$ cat src/common/kwm_consts.svh
`ifndef KWM_CONSTS_SVH
`define KWM_CONSTS_SVH

// Number of rule slots
`define KWM_NUM_RULES 4
// Stream id width, 64 streams
`define KWM_STREAM_BITS 6
// Automaton state width
`define KWM_STATE_BITS 11
// Characters per keyword
`define KWM_KEY_LEN 4

// Literal keywords, first character in the top byte
`define KWM_KEY0 "USER"
`define KWM_KEY1 "PASS"
`define KWM_KEY2 "root"
`define KWM_KEY3 "exec"

// Cycles from last character strobe to end-of-packet strobe
`define KWM_EOP_DELAY 3
// Idle input cycles required between packets
`define KWM_MIN_GAP 5

`endif
$ cat src/common/kwm_pkg.sv
`include "kwm_consts.svh"

package kwm_pkg;

  // Header view of an input word
  typedef struct packed {
    logic [14-`KWM_STREAM_BITS-`KWM_NUM_RULES:0] pad;
    logic [`KWM_NUM_RULES-1:0]                   rule_en;
    logic                                        new_stream;
    logic [`KWM_STREAM_BITS-1:0]                 stream_id;
  } beat_hdr_t;

  // Payload view, one character in the low byte
  typedef struct packed {
    logic [7:0] pad;
    logic [7:0] char;
  } beat_pay_t;

  // Same 16-bit word, decoded by the first flag of the beat
  typedef union packed {
    beat_hdr_t hdr;
    beat_pay_t pay;
  } beat_word_u;

  // One input beat per cycle
  typedef struct packed {
    logic       vld;
    logic       first;
    logic       last;
    beat_word_u word;
  } pkt_beat_t;

  // Scanner strobes, shared by all slots
  typedef struct packed {
    logic                        load_state;
    logic                        new_stream;
    logic [`KWM_STREAM_BITS-1:0] stream_id;
    logic                        char_vld;
    logic [7:0]                  char;
    logic                        eop;
    logic [`KWM_NUM_RULES-1:0]   rule_en;
  } slot_ctl_t;

  typedef struct packed {
    logic        fired;
    logic [15:0] count;
  } slot_out_t;

  typedef struct packed {
    logic                        vld;
    logic [`KWM_STREAM_BITS-1:0] stream_id;
    logic [`KWM_NUM_RULES-1:0]   hit_mask;
  } result_t;

endpackage

$ cat src/verilog/kwm_top.sv
`include "kwm_consts.svh"

module kwm_top (
  input  logic                              clk,
  input  logic                              rst_n,
  input  kwm_pkg::pkt_beat_t                in_beat,
  input  logic [$clog2(`KWM_NUM_RULES)-1:0] rd_rule,
  output kwm_pkg::result_t                  result,
  output logic [15:0]                       rd_count
);

  import kwm_pkg::*;

  localparam int KW = 8 * `KWM_KEY_LEN;
  // Rule 0 keyword in the low slice
  localparam logic [`KWM_NUM_RULES*KW-1:0] KEYS = {`KWM_KEY3, `KWM_KEY2, `KWM_KEY1, `KWM_KEY0};

  slot_ctl_t ctl;
  slot_out_t slot_out [`KWM_NUM_RULES];

  pkt_scanner i_scanner (
    .clk     (clk),
    .rst_n   (rst_n),
    .in_beat (in_beat),
    .ctl     (ctl)
  );

  // One slot per keyword, each with its own enable bit
  for (genvar g = 0; g < `KWM_NUM_RULES; g++)
  begin : g_slot
    rule_slot #(
      .KEYWORD (KEYS[g*KW +: KW])
    ) i_slot (
      .clk    (clk),
      .rst_n  (rst_n),
      .ctl    (ctl),
      .enable (ctl.rule_en[g]),
      .out    (slot_out[g])
    );
  end

  match_tally i_tally (
    .clk       (clk),
    .rst_n     (rst_n),
    .slots     (slot_out),
    .eop       (ctl.eop),
    .rule_en   (ctl.rule_en),
    .stream_id (ctl.stream_id),
    .rd_rule   (rd_rule),
    .result    (result),
    .rd_count  (rd_count)
  );

endmodule

$ cat src/verilog/match_tally.sv
`include "kwm_consts.svh"

module match_tally (
  input  logic                               clk,
  input  logic                               rst_n,
  input  kwm_pkg::slot_out_t                 slots [`KWM_NUM_RULES],
  input  logic                               eop,
  input  logic [`KWM_NUM_RULES-1:0]          rule_en,
  input  logic [`KWM_STREAM_BITS-1:0]        stream_id,
  input  logic [$clog2(`KWM_NUM_RULES)-1:0]  rd_rule,
  output kwm_pkg::result_t                   result,
  output logic [15:0]                        rd_count
);

  logic [`KWM_NUM_RULES-1:0]   fired_vec;
  logic                        res_vld;
  logic [`KWM_STREAM_BITS-1:0] res_stream;
  logic [`KWM_NUM_RULES-1:0]   res_mask;

  // Gather fired bits into one mask
  always_comb
  begin
    for (int i = 0; i < `KWM_NUM_RULES; i++)
      fired_vec[i] = slots[i].fired;
  end

  always_ff @(posedge clk)
  begin
    if (!rst_n)
      res_vld <= 1'b0;
    else
      res_vld <= eop;
  end

  // Snapshot of the packet's hits at eop
  always_ff @(posedge clk)
  begin
    if (eop)
    begin
      res_stream <= stream_id;
      // Disabled rules never report
      res_mask   <= fired_vec & rule_en;
    end
  end

  assign result = '{vld: res_vld, stream_id: res_stream, hit_mask: res_mask};

  // Count readout, no register
  assign rd_count = slots[rd_rule].count;

  // One result per packet, and packets are spaced apart
  a_single_result: assert property (@(posedge clk) disable iff (!rst_n)
    result.vld |=> !result.vld);

endmodule

$ cat src/verilog/pkt_scanner.sv
`include "kwm_consts.svh"

module pkt_scanner (
  input  logic               clk,
  input  logic               rst_n,
  input  kwm_pkg::pkt_beat_t in_beat,
  output kwm_pkg::slot_ctl_t ctl
);

  localparam int CNT_W = $clog2(`KWM_EOP_DELAY + 1);

  logic                        hdr_beat;
  logic                        pay_beat;
  logic                        busy;
  logic                        in_pkt;
  logic                        load_q;
  // Latched per packet from the header
  logic                        new_q;
  logic [`KWM_STREAM_BITS-1:0] stream_q;
  logic [`KWM_NUM_RULES-1:0]   rule_en_q;
  // Two-stage character pipe
  logic                        pay_vld_s1;
  logic                        pay_last_s1;
  logic [7:0]                  pay_char_s1;
  logic                        char_vld_q;
  logic                        pay_last_s2;
  logic [7:0]                  char_q;
  // End-of-packet countdown
  logic [CNT_W-1:0]            eop_cnt;
  logic                        eop_q;

  assign hdr_beat = in_beat.vld && in_beat.first;
  assign pay_beat = in_beat.vld && !in_beat.first;

  // Packet open, or its tail still draining towards eop
  assign busy = in_pkt || pay_last_s1 || pay_last_s2 || (eop_cnt != '0) || eop_q;

  always_ff @(posedge clk)
  begin
    if (!rst_n)
    begin
      in_pkt      <= 1'b0;
      load_q      <= 1'b0;
      pay_vld_s1  <= 1'b0;
      pay_last_s1 <= 1'b0;
      char_vld_q  <= 1'b0;
      pay_last_s2 <= 1'b0;
      eop_cnt     <= '0;
      eop_q       <= 1'b0;
    end
    else
    begin
      // Load pulse one cycle after the header
      load_q <= hdr_beat;
      if (hdr_beat)
        in_pkt <= 1'b1;
      else if (pay_beat && in_beat.last)
        in_pkt <= 1'b0;
      // Characters trail the load pulse by one extra stage
      pay_vld_s1  <= pay_beat;
      pay_last_s1 <= pay_beat && in_beat.last;
      char_vld_q  <= pay_vld_s1;
      pay_last_s2 <= pay_last_s1;
      // Start countdown on the last character strobe
      if (pay_last_s2)
        eop_cnt <= CNT_W'(`KWM_EOP_DELAY - 1);
      else if (eop_cnt != '0)
        eop_cnt <= eop_cnt - 1'b1;
      eop_q <= (eop_cnt == CNT_W'(1));
    end
  end

  always_ff @(posedge clk)
  begin
    if (hdr_beat)
    begin
      stream_q  <= in_beat.word.hdr.stream_id;
      new_q     <= in_beat.word.hdr.new_stream;
      rule_en_q <= in_beat.word.hdr.rule_en;
    end
    pay_char_s1 <= in_beat.word.pay.char;
    char_q      <= pay_char_s1;
  end

  assign ctl = '{load_state: load_q, new_stream: new_q, stream_id: stream_q,
                 char_vld: char_vld_q, char: char_q, eop: eop_q, rule_en: rule_en_q};

  // Sender keeps the idle gap until the previous eop has gone out
  a_hdr_gap: assert property (@(posedge clk) disable iff (!rst_n) hdr_beat |-> !busy);

  // Payload only inside a packet opened by a header
  a_pay_in_pkt: assert property (@(posedge clk) disable iff (!rst_n) pay_beat |-> in_pkt);

endmodule

$ cat src/rule_slot/rule_slot.sv
`include "kwm_consts.svh"

module rule_slot #(
  parameter logic [8*`KWM_KEY_LEN-1:0] KEYWORD = `KWM_KEY0
) (
  input  logic               clk,
  input  logic               rst_n,
  input  kwm_pkg::slot_ctl_t ctl,
  input  logic               enable,
  output kwm_pkg::slot_out_t out
);

  localparam int NUM_STREAMS = 1 << `KWM_STREAM_BITS;

  // Saved automaton state per stream
  logic [`KWM_STATE_BITS-1:0] state_mem [NUM_STREAMS];

  // Restored state, one cycle after load_state
  logic                       state_ld_vld;
  logic [`KWM_STATE_BITS-1:0] state_ld;
  // Registered automaton inputs
  logic                       char_vld_r;
  logic [7:0]                 char_r;
  logic                       state_vld_r;
  logic [`KWM_STATE_BITS-1:0] state_r;
  // Automaton outputs, raw and registered
  logic [`KWM_STATE_BITS-1:0] dfa_state;
  logic                       dfa_accept;
  logic [`KWM_STATE_BITS-1:0] state_out_r;
  logic                       accept_r;
  // Per-packet match and matched packet count
  logic                       match_flag;
  logic                       hit;
  logic [15:0]                count;

  // Last character's accept lands on the eop cycle, so fold it in
  assign hit = match_flag || accept_r;

  always_ff @(posedge clk)
  begin
    if (!rst_n)
    begin
      state_ld_vld <= 1'b0;
      char_vld_r   <= 1'b0;
      state_vld_r  <= 1'b0;
      accept_r     <= 1'b0;
      match_flag   <= 1'b0;
      count        <= '0;
    end
    else
    begin
      state_ld_vld <= ctl.load_state;
      char_vld_r   <= ctl.char_vld;
      state_vld_r  <= state_ld_vld;
      accept_r     <= dfa_accept;
      // New packet starts without a match
      if (ctl.load_state)
        match_flag <= 1'b0;
      if (accept_r)
        match_flag <= 1'b1;
      if (ctl.eop)
      begin
        if (enable)
          count <= count + 16'(hit);
        else
          match_flag <= 1'b0;
      end
    end
  end

  always_ff @(posedge clk)
  begin
    // Fresh stream starts at state zero
    if (ctl.load_state)
      state_ld <= ctl.new_stream ? '0 : state_mem[ctl.stream_id];
    char_r      <= ctl.char;
    state_r     <= state_ld;
    state_out_r <= dfa_state;
    // Keep partial match for the next packet of this stream
    if (ctl.eop && enable)
      state_mem[ctl.stream_id] <= state_out_r;
  end

  rule_dfa #(
    .KEYWORD (KEYWORD)
  ) i_dfa (
    .clk       (clk),
    .rst_n     (rst_n),
    .char_in   (char_r),
    .char_vld  (char_vld_r),
    .state_in  (state_r),
    .state_vld (state_vld_r),
    .state_out (dfa_state),
    .accept    (dfa_accept)
  );

  assign out = '{fired: hit, count: count};

  // Scanner keeps the load pulse and characters apart
  a_no_char_on_load: assert property (@(posedge clk) disable iff (!rst_n)
    !(ctl.char_vld && ctl.load_state));

endmodule

$ cat src/rule_slot/rule_dfa.sv
`include "kwm_consts.svh"

module rule_dfa #(
  parameter logic [8*`KWM_KEY_LEN-1:0] KEYWORD = `KWM_KEY0
) (
  input  logic                       clk,
  input  logic                       rst_n,
  input  logic [7:0]                 char_in,
  input  logic                       char_vld,
  input  logic [`KWM_STATE_BITS-1:0] state_in,
  input  logic                       state_vld,
  output logic [`KWM_STATE_BITS-1:0] state_out,
  output logic                       accept
);

  localparam int SB  = `KWM_STATE_BITS;
  localparam int LEN = `KWM_KEY_LEN;
  localparam logic [7:0] FIRST_CH = KEYWORD[8*LEN-1 -: 8];

  logic [SB-1:0] base;
  logic [SB-1:0] nxt;
  logic          nxt_acc;
  logic [7:0]    want_ch;

  // Keyword byte at a match position
  function automatic logic [7:0] key_byte(input logic [SB-1:0] pos);
    logic [7:0] b;
    b = 8'h00;
    for (int i = 0; i < LEN; i++)
    begin
      if (pos == SB'(i))
        b = KEYWORD[8*(LEN-1-i) +: 8];
    end
    return b;
  endfunction

  always_comb
  begin
    // Loaded state replaces the running one
    base    = state_vld ? state_in : state_out;
    want_ch = key_byte(base);
    nxt     = base;
    nxt_acc = 1'b0;
    if (char_vld)
    begin
      if (char_in == want_ch && base < SB'(LEN))
      begin
        // Full keyword seen, report and restart
        if (base == SB'(LEN - 1))
        begin
          nxt     = '0;
          nxt_acc = 1'b1;
        end
        else
          nxt = base + 1'b1;
      end
      // Mismatch may still open a new match
      else if (char_in == FIRST_CH)
        nxt = SB'(1);
      else
        nxt = '0;
    end
  end

  always_ff @(posedge clk)
  begin
    if (!rst_n)
    begin
      state_out <= '0;
      accept    <= 1'b0;
    end
    else
    begin
      state_out <= nxt;
      accept    <= nxt_acc;
    end
  end

endmodule

$ cat config.mk
export PLATFORM = sky130hd
export DESIGN_NAME = kwm_top
export DESIGN_NICKNAME = d
export VERILOG_FILES = /design/src/common/kwm_pkg.sv /design/src/verilog/kwm_top.sv /design/src/verilog/match_tally.sv /design/src/verilog/pkt_scanner.sv /design/src/rule_slot/rule_slot.sv /design/src/rule_slot/rule_dfa.sv
export VERILOG_INCLUDE_DIRS = /design/src /design/src/common
export SDC_FILE = /design/constraint.sdc
export NUM_CORES = 2
export LEC_CHECK = 0
export BUFFER_PORTS_ARGS = -buffer_cell sky130_fd_sc_hd__buf_2
export CAP_MARGIN = 20
export CORE_ASPECT_RATIO = 0.9
export CORE_MARGIN = 1
export CORE_UTILIZATION = 40
export CTS_CLUSTER_DIAMETER = 150
export DETAILED_ROUTE_END_ITERATION = 6
export GPL_TIMING_DRIVEN = 1
export HOLD_SLACK_MARGIN = 0.02
export PLACE_DENSITY_LB_ADDON = 0.05
export SLEW_MARGIN = 20
export SYNTH_ARGS = -nofsm -noshare
export SYNTH_HDL_FRONTEND = slang
export SYNTH_SLANG_ARGS = --single-unit
$ cat constraint.sdc
create_clock -name clk -period 3.9 [get_ports clk]
set_input_delay 0.585 -clock clk [delete_from_list [all_inputs] [get_ports clk]]
set_output_delay 0.585 -clock clk [all_outputs]
set_load 0.05 [all_outputs]
Yosys cells after proc, flatten, opt, wreduce, memory -nomap -nowiden. Memory sizes are Yosys's and may differ from the RTL's. A register that Yosys moved wholly into a read port is not among the register bits. Index checks and enable logic that the tools add are counted.

Register bits: 265. Bits in writable memories: 2816. Logic and storage cells: 190. Memories: 4.

Add/sub/neg operators: 9. $lt $le $gt $ge: 5. Eq/ne operators: 21. Muxes and demuxes: 69. Bitwise operators: 3. Reduce and logical (&&, ||, !) cells: 31.

Memory list: g_slot[0].i_slot.state_mem (words 64, width 11, rd ports 1, clocked after memory_dff 1, write ports 1, line rule_slot.sv:16) `` logic [`KWM_STATE_BITS-1:0] state_mem [NUM_STREAMS]; ``; g_slot[1].i_slot.state_mem (words 64, width 11, rd ports 1, clocked after memory_dff 1, write ports 1, line rule_slot.sv:16); g_slot[2].i_slot.state_mem (words 64, width 11, rd ports 1, clocked after memory_dff 1, write ports 1, line rule_slot.sv:16); g_slot[3].i_slot.state_mem (words 64, width 11, rd ports 1, clocked after memory_dff 1, write ports 1, line rule_slot.sv:16).

Operator list (number): $mux W11 (16); $mux W8 (12); $eq A11 B2 Y1 const B (8); $add A16 B1 Y16 (4); $add A11 B1 Y11 const B (4); $eq A11 B1 Y1 const B (4); $logic_not A11 Y1 (4); $lt A11 B3 Y1 const B (4); $bmux W17 S2 (1); $eq A8 B7 Y1 const B (4); $eq A8 B8 Y1 (4); $mux W1 (32); $mux W16 (2); $mux W7 (4); $reduce_and A3 Y1 (4); $logic_and A1 B1 Y1 (11); $reduce_and A2 Y1 (4); $and A4 B4 Y4 (1); $logic_or A1 B1 Y1 (4); $mux W2 (2); $reduce_bool A2 Y1 (2); $ge A3 B3 Y1 const B (1); $not A2 Y3 (1); $eq A2 B1 Y1 const B (1); 4 further kinds (4).

Longest topological paths before layout.
Word-level depth: 10. Gate-level depth with buffers: 12. Gate-level depth less buffers: 9.

Cells and area by module. A second synthesis with hierarchy kept.

Cell total of the unflattened synthesis: 7151. Area total of the unflattened synthesis: 123185.6 um^2.

Modules (own cells, without submodules): rule_slot (g_slot[2].i_slot ...) (instances 2, cells an instance 1627, area an instance 29532.1 um^2); rule_slot (g_slot[1].i_slot) (instances 1, cells an instance 1845, area an instance 30045.1 um^2); rule_slot (g_slot[0].i_slot) (instances 1, cells an instance 1643, area an instance 29450.7 um^2); pkt_scanner (instances 1, cells an instance 51, area an instance 923.4 um^2); match_tally (instances 1, cells an instance 37, area an instance 783.3 um^2); rule_dfa (g_slot[3].i_slot.i_dfa) (instances 1, cells an instance 82, area an instance 758.2 um^2); rule_dfa (g_slot[0].i_slot.i_dfa) (instances 1, cells an instance 85, area an instance 743.2 um^2); rule_dfa (g_slot[2].i_slot.i_dfa) (instances 1, cells an instance 82, area an instance 730.7 um^2); rule_dfa (g_slot[1].i_slot.i_dfa) (instances 1, cells an instance 72, area an instance 686.9 um^2).

Worst setup path after synthesis. Ideal clock, no wire load.

Kind: reg2reg. Start point: register g_slot[2].i_slot.state_vld_r. End point: register g_slot[2].i_slot.i_dfa.state_out[0]. Arrival: 3.111 ns. Required time: 3.842 ns. Path slack: 0.730 ns. Cell stages (with the launch flop): 12. Buffers on the path: 3. Clock period less this slack: 3.170 ns. Path through: dfxtp_1 buf_2 buf_2 buf_2 mux2_2 ha_1 or4_1 nand3b_1 a2111oi_2 nor4b_2 o21ai_0 nand2_1.

Word-level cells in the longest chain between the ends: 10.

Ends and longest elaborated chain: start: declaration (line rule_slot.sv:24) `logic state_vld_r;`; start signal: assignment (line rule_slot.sv:54) `state_vld_r <= state_ld_vld;`; $mux W11 (*) (line rule_dfa.sv:40) `base = state_vld ? state_in : state_out;`; $logic_not A11 Y1 (line rule_dfa.sv:31) `if (pos == SB'(i))`; $mux W7 (line rule_dfa.sv:31); $mux W8 (3 in a row) (line rule_dfa.sv:31); $eq A8 B8 Y1 (line rule_dfa.sv:46) `if (char_in == want_ch && base < SB'(LEN))`; $logic_and A1 B1 Y1 (line rule_dfa.sv:46); $mux W11 (line rule_dfa.sv:46); $mux W11 (*) (line rule_dfa.sv:44) `if (char_vld)`; end signal: assignment (line rule_dfa.sv:74) `state_out <= nxt;`; end: declaration (line rule_dfa.sv:12) `` output logic [`KWM_STATE_BITS-1:0] state_out, ``.

Every way passes the cells marked *; elsewhere a longest branch is shown, timed or not. A chain may end at the register's enable or synchronous reset.

==> impl_metrics.csv <==
group,metric,value,unit
outcome,status,"complete, no violations",
worst_setup_path,setup.worst_path.start_class,"register",
route,drt_wl_total,413000,um
die,core_area,298000,um^2
worst_setup_path,crit_type,"reg2reg",
final_layout,drive_gt1_share,21.4,%
timing,worstMarginPinSlew,1.17,ns
run,maxCapViolCount,0,
global_routing,grt_max_degree,73,
global_routing,grt_pass1_wl,567000,um
logic_synthesis,ys_seq_elements,3125,
cts,cts_tree,"yes",
final_layout,fin_nets,7534,
timing,post-route-min-period,3.70,ns
worst_setup_path,end_kind,"register",
cts,clock_latency,0.90,ns
logic_synthesis,ys_seq_area_share,76.3,%
logic_synthesis,synth_top_area_share,72.2,%
power_and_ir_drop,power_density,518,nW/um^2
timing,tns,0,ns
route,firstDrtPassIters,6,
route,post-route-drc-count,0,
power_and_ir_drop,leakage,46.2,nW
logic_synthesis,synth.largest_area_cell,"edfxtp_1",
global_routing,grt_pass1_vias,67648,
cts,cts_hold_repair.buffers,15,
cts,cts_buffers,334,
global_routing,gr-usage-met2,41.9,%
global_routing,use_met1,40.1,%
cts,clock_path_buffers,4,
timing,skew,0.0376,ns
die,die_w,579,um
logic_synthesis,yosys-top-cells-area,"edfxtp_1 72%, dfxtp_1 4.1%, mux4_2 3.6%",
worst_setup_path,crit_fanout,25,
power_and_ir_drop,ir_drop,0.000361,V
route,drt_iter0_markers,8452,
final_layout,syn_to_final_growth,16.4,%
logic_synthesis,syn-instance-count,6885,
cts,path_clk_slew,0.07,ns
route,via_per_inst,5.99,
route,vias,70037,
placed_design,portBuffers,44,
logic_synthesis,dominantRegCellSynth,"edfxtp_1",
timing,timing.final.crit_share,94.9,%
timing,fmax,270,MHz
timing,drv_slew,0,
die,ios,50,
global_routing,grt_overflow_total,0,
cts,cts_setup_buffers,0,
worst_setup_path,required,4.54,ns
logic_synthesis,synthDistinctLibCells,90,
global_routing,grt.busiest_layer,"met2",
worst_setup_path,critPathBufInv,2,
die,die-area,302000,um^2
die,die_y,521,um
logic_synthesis,avgSynthCellArea,17.4,um^2
logic_synthesis,async_reset_ff_share,0,%
route,wire_per_inst,35.4,um
global_routing,grt_usage,27.1,%
timing,finalHoldViolations,0,
hold_path,hp-class,"in2reg",
timing,rsz0062_at_grt,"no",
logic_synthesis,syn_nets,6932,
cts,ctsResizeCount,0,
placed_design,gp_congestion,0.840,
placed_design,detailed_place_hpwl,258000,um
timing,relSlewSlack,21.5,%
route,antenna_left,0,
worst_setup_path,crit_slowest_cell,"nor2b_4",
die,start_util,40.2,%
worst_setup_path,crit_chain,"buf_12 > nor2b_4 > buf_12 > a22oi_1 > o22a_1 > o22ai_1 > a211oi_1 > a31oi_1",
cts,ctsRootBufferMaster,"clkbuf_16",
worst_setup_path,path_delay_family,"compound AO/OA/AOI/OAI gates",
final_layout,final_util,46.8,%
worst_setup_path,cp.arrival,4.34,ns
die,rows,190,
final_layout,fillCellCount,25593,
logic_synthesis,synth_edf_count,2881,
worst_setup_path,cpMostUsedCell,"buf_12",
cts,clkSinkCount,3125,
global_routing,grtUsageMet3,4.49,%
global_routing,antenna_found_initial,28,
cts,htreeDepth,5,
logic_synthesis,ys_warn_count,0,
worst_setup_path,cpPeakStageDelay,0.92,ns
timing,setup_viol,0,
logic_synthesis,synth_area,120000,um^2
==> worst register-to-register path: cells and delay by family (launching register included) <==
family / cells / cell delay [ns]
compound gates: 5 / 1.47
simple gates: 1 / 0.94
buf+inv: 2 / 0.57
flops: 1 / 0.45
==> logic make-up after synthesis <==
family,share of synthesized area (%)
AOI/OAI and AO/OA,8.65
adders and majority gates,0.251
xor gates and xnor gates,0.358
muxes,8.51
DFF,76.3
and+or+nand+nor,3.75
buffers and inverters,2.22
==> per-stage QoR <==
stage / hold WS, ns / instance area (um^2) / setup slack [ns] / total power, mW / cells
after floorplan: 0.310 / 120000 / 0.730 / 39.3 / 6885
after global placement: 0.314 / 129000 / 0.131 / 41.4 / 11068
after detailed placement: 0.313 / 129000 / 0.258 / 41.4 / 11072
after CTS: 0.240 / 139000 / 0.228 / 72.8 / 11692
after global routing: 0.268 / 139000 / 0.224 / 74.1 / 11693
final: 0.269 / 140000 / 0.199 / 72.3 / 11696
==> registers in the layout, summed over array words and instances, names as in the netlist, 4 cells and up <==
register / cells
g_slot.i_slot.state_ld: 44
g_slot.i_slot.char_r: 8
i_scanner.rule_en_q: 4
g_slot.i_slot.state_mem: 2816
i_scanner.pay_char_s1: 8
i_scanner.stream_q: 6
g_slot.i_slot.accept_r: 4
i_scanner.char_q: 8
g_slot.i_slot.state_out_r: 44
g_slot.i_slot.match_flag: 4
g_slot.i_slot.i_dfa.accept: 4
g_slot.i_slot.i_dfa.state_out: 44
i_tally.res_mask: 4
g_slot.i_slot.count: 64
i_tally.res_stream: 6
g_slot.i_slot.state_r: 44
==> cells in the final DEF (no fill, tap or decap), types with 193 or more instances in the layout <==
master     synthesis  layout
a21oi_1          213     213
clkbuf_16          0     349
dfxtp_1          244     198
edfxtp_1        2881    2881
mux2i_1          381     381
nor2_1           498     496
a22oi_1          249     249
a221oi_1         290     290
buf_4             76     606
mux4_2           193     193
nand2_1          217     216
==> area by class of cell <==
type / count / area (um^2) / share of cell area (%)
Antenna cell: 4 / 10.0 / 0.00718
Clock buffer: 452 / 9240 / 6.62
Clock inverter: 153 / 1440 / 1.03
Inverter: 23 / 104 / 0.0744
Multi-Input combinational cell: 3267 / 25900 / 18.6
Sequential cell: 3125 / 91500 / 65.6
Tap cell: 3936 / 4920 / 3.53
Timing Repair Buffer: 736 / 6360 / 4.56
==> per-layer routing <==
metal / share of wire [%] / wire length (um)
met1: 45 / 185000
met2: 46 / 189000
met3: 7.2 / 29900
met4: 2.4 / 10100
met5: 0.013 / 54
==> where the power goes <==
part           internal [mW]  total [mW]  switching (mW)  leakage [nW]
Clock                   18.3        31.5            13.2          5.23
Combinational           1.39        4.26            2.87          12.3
Sequential              36.3        36.5           0.193          28.6
Total                   56.0        72.3            16.3          46.2
==> cell usage after synthesis (all sizes together) (149+ instances only) <==
cell    instances
buf           325
dfxtp         244
mux2          180
mux4          193
a22oi         249
o22ai         149
edfxtp       2881
nor2          500
nand2         218
a21oi         213
o21ai         181
a221oi        293
mux2i         381
==> path summary, 6_finish.rpt <==
kind,cells past startpoint,endpoint,slack [ns],startpoint
worst min-delay path,3,i_scanner.eop_q$_SDFF_PN0_,0.27,rst_n
worst max register to register,8,g_slot[0].i_slot.state_ld[6]$_SDFFCE_PP0P_,0.20,i_scanner.stream_q[1]$_DFFE_PP_
worst min register to register,0,i_scanner.char_q[1]$_DFF_P_,0.33,i_scanner.pay_char_s1[1]$_DFF_P_
worst max-delay path,8,g_slot[0].i_slot.state_ld[6]$_SDFFCE_PP0P_,0.20,i_scanner.stream_q[1]$_DFFE_PP_
No activity file was read; power rests on OpenSTA's default activity.
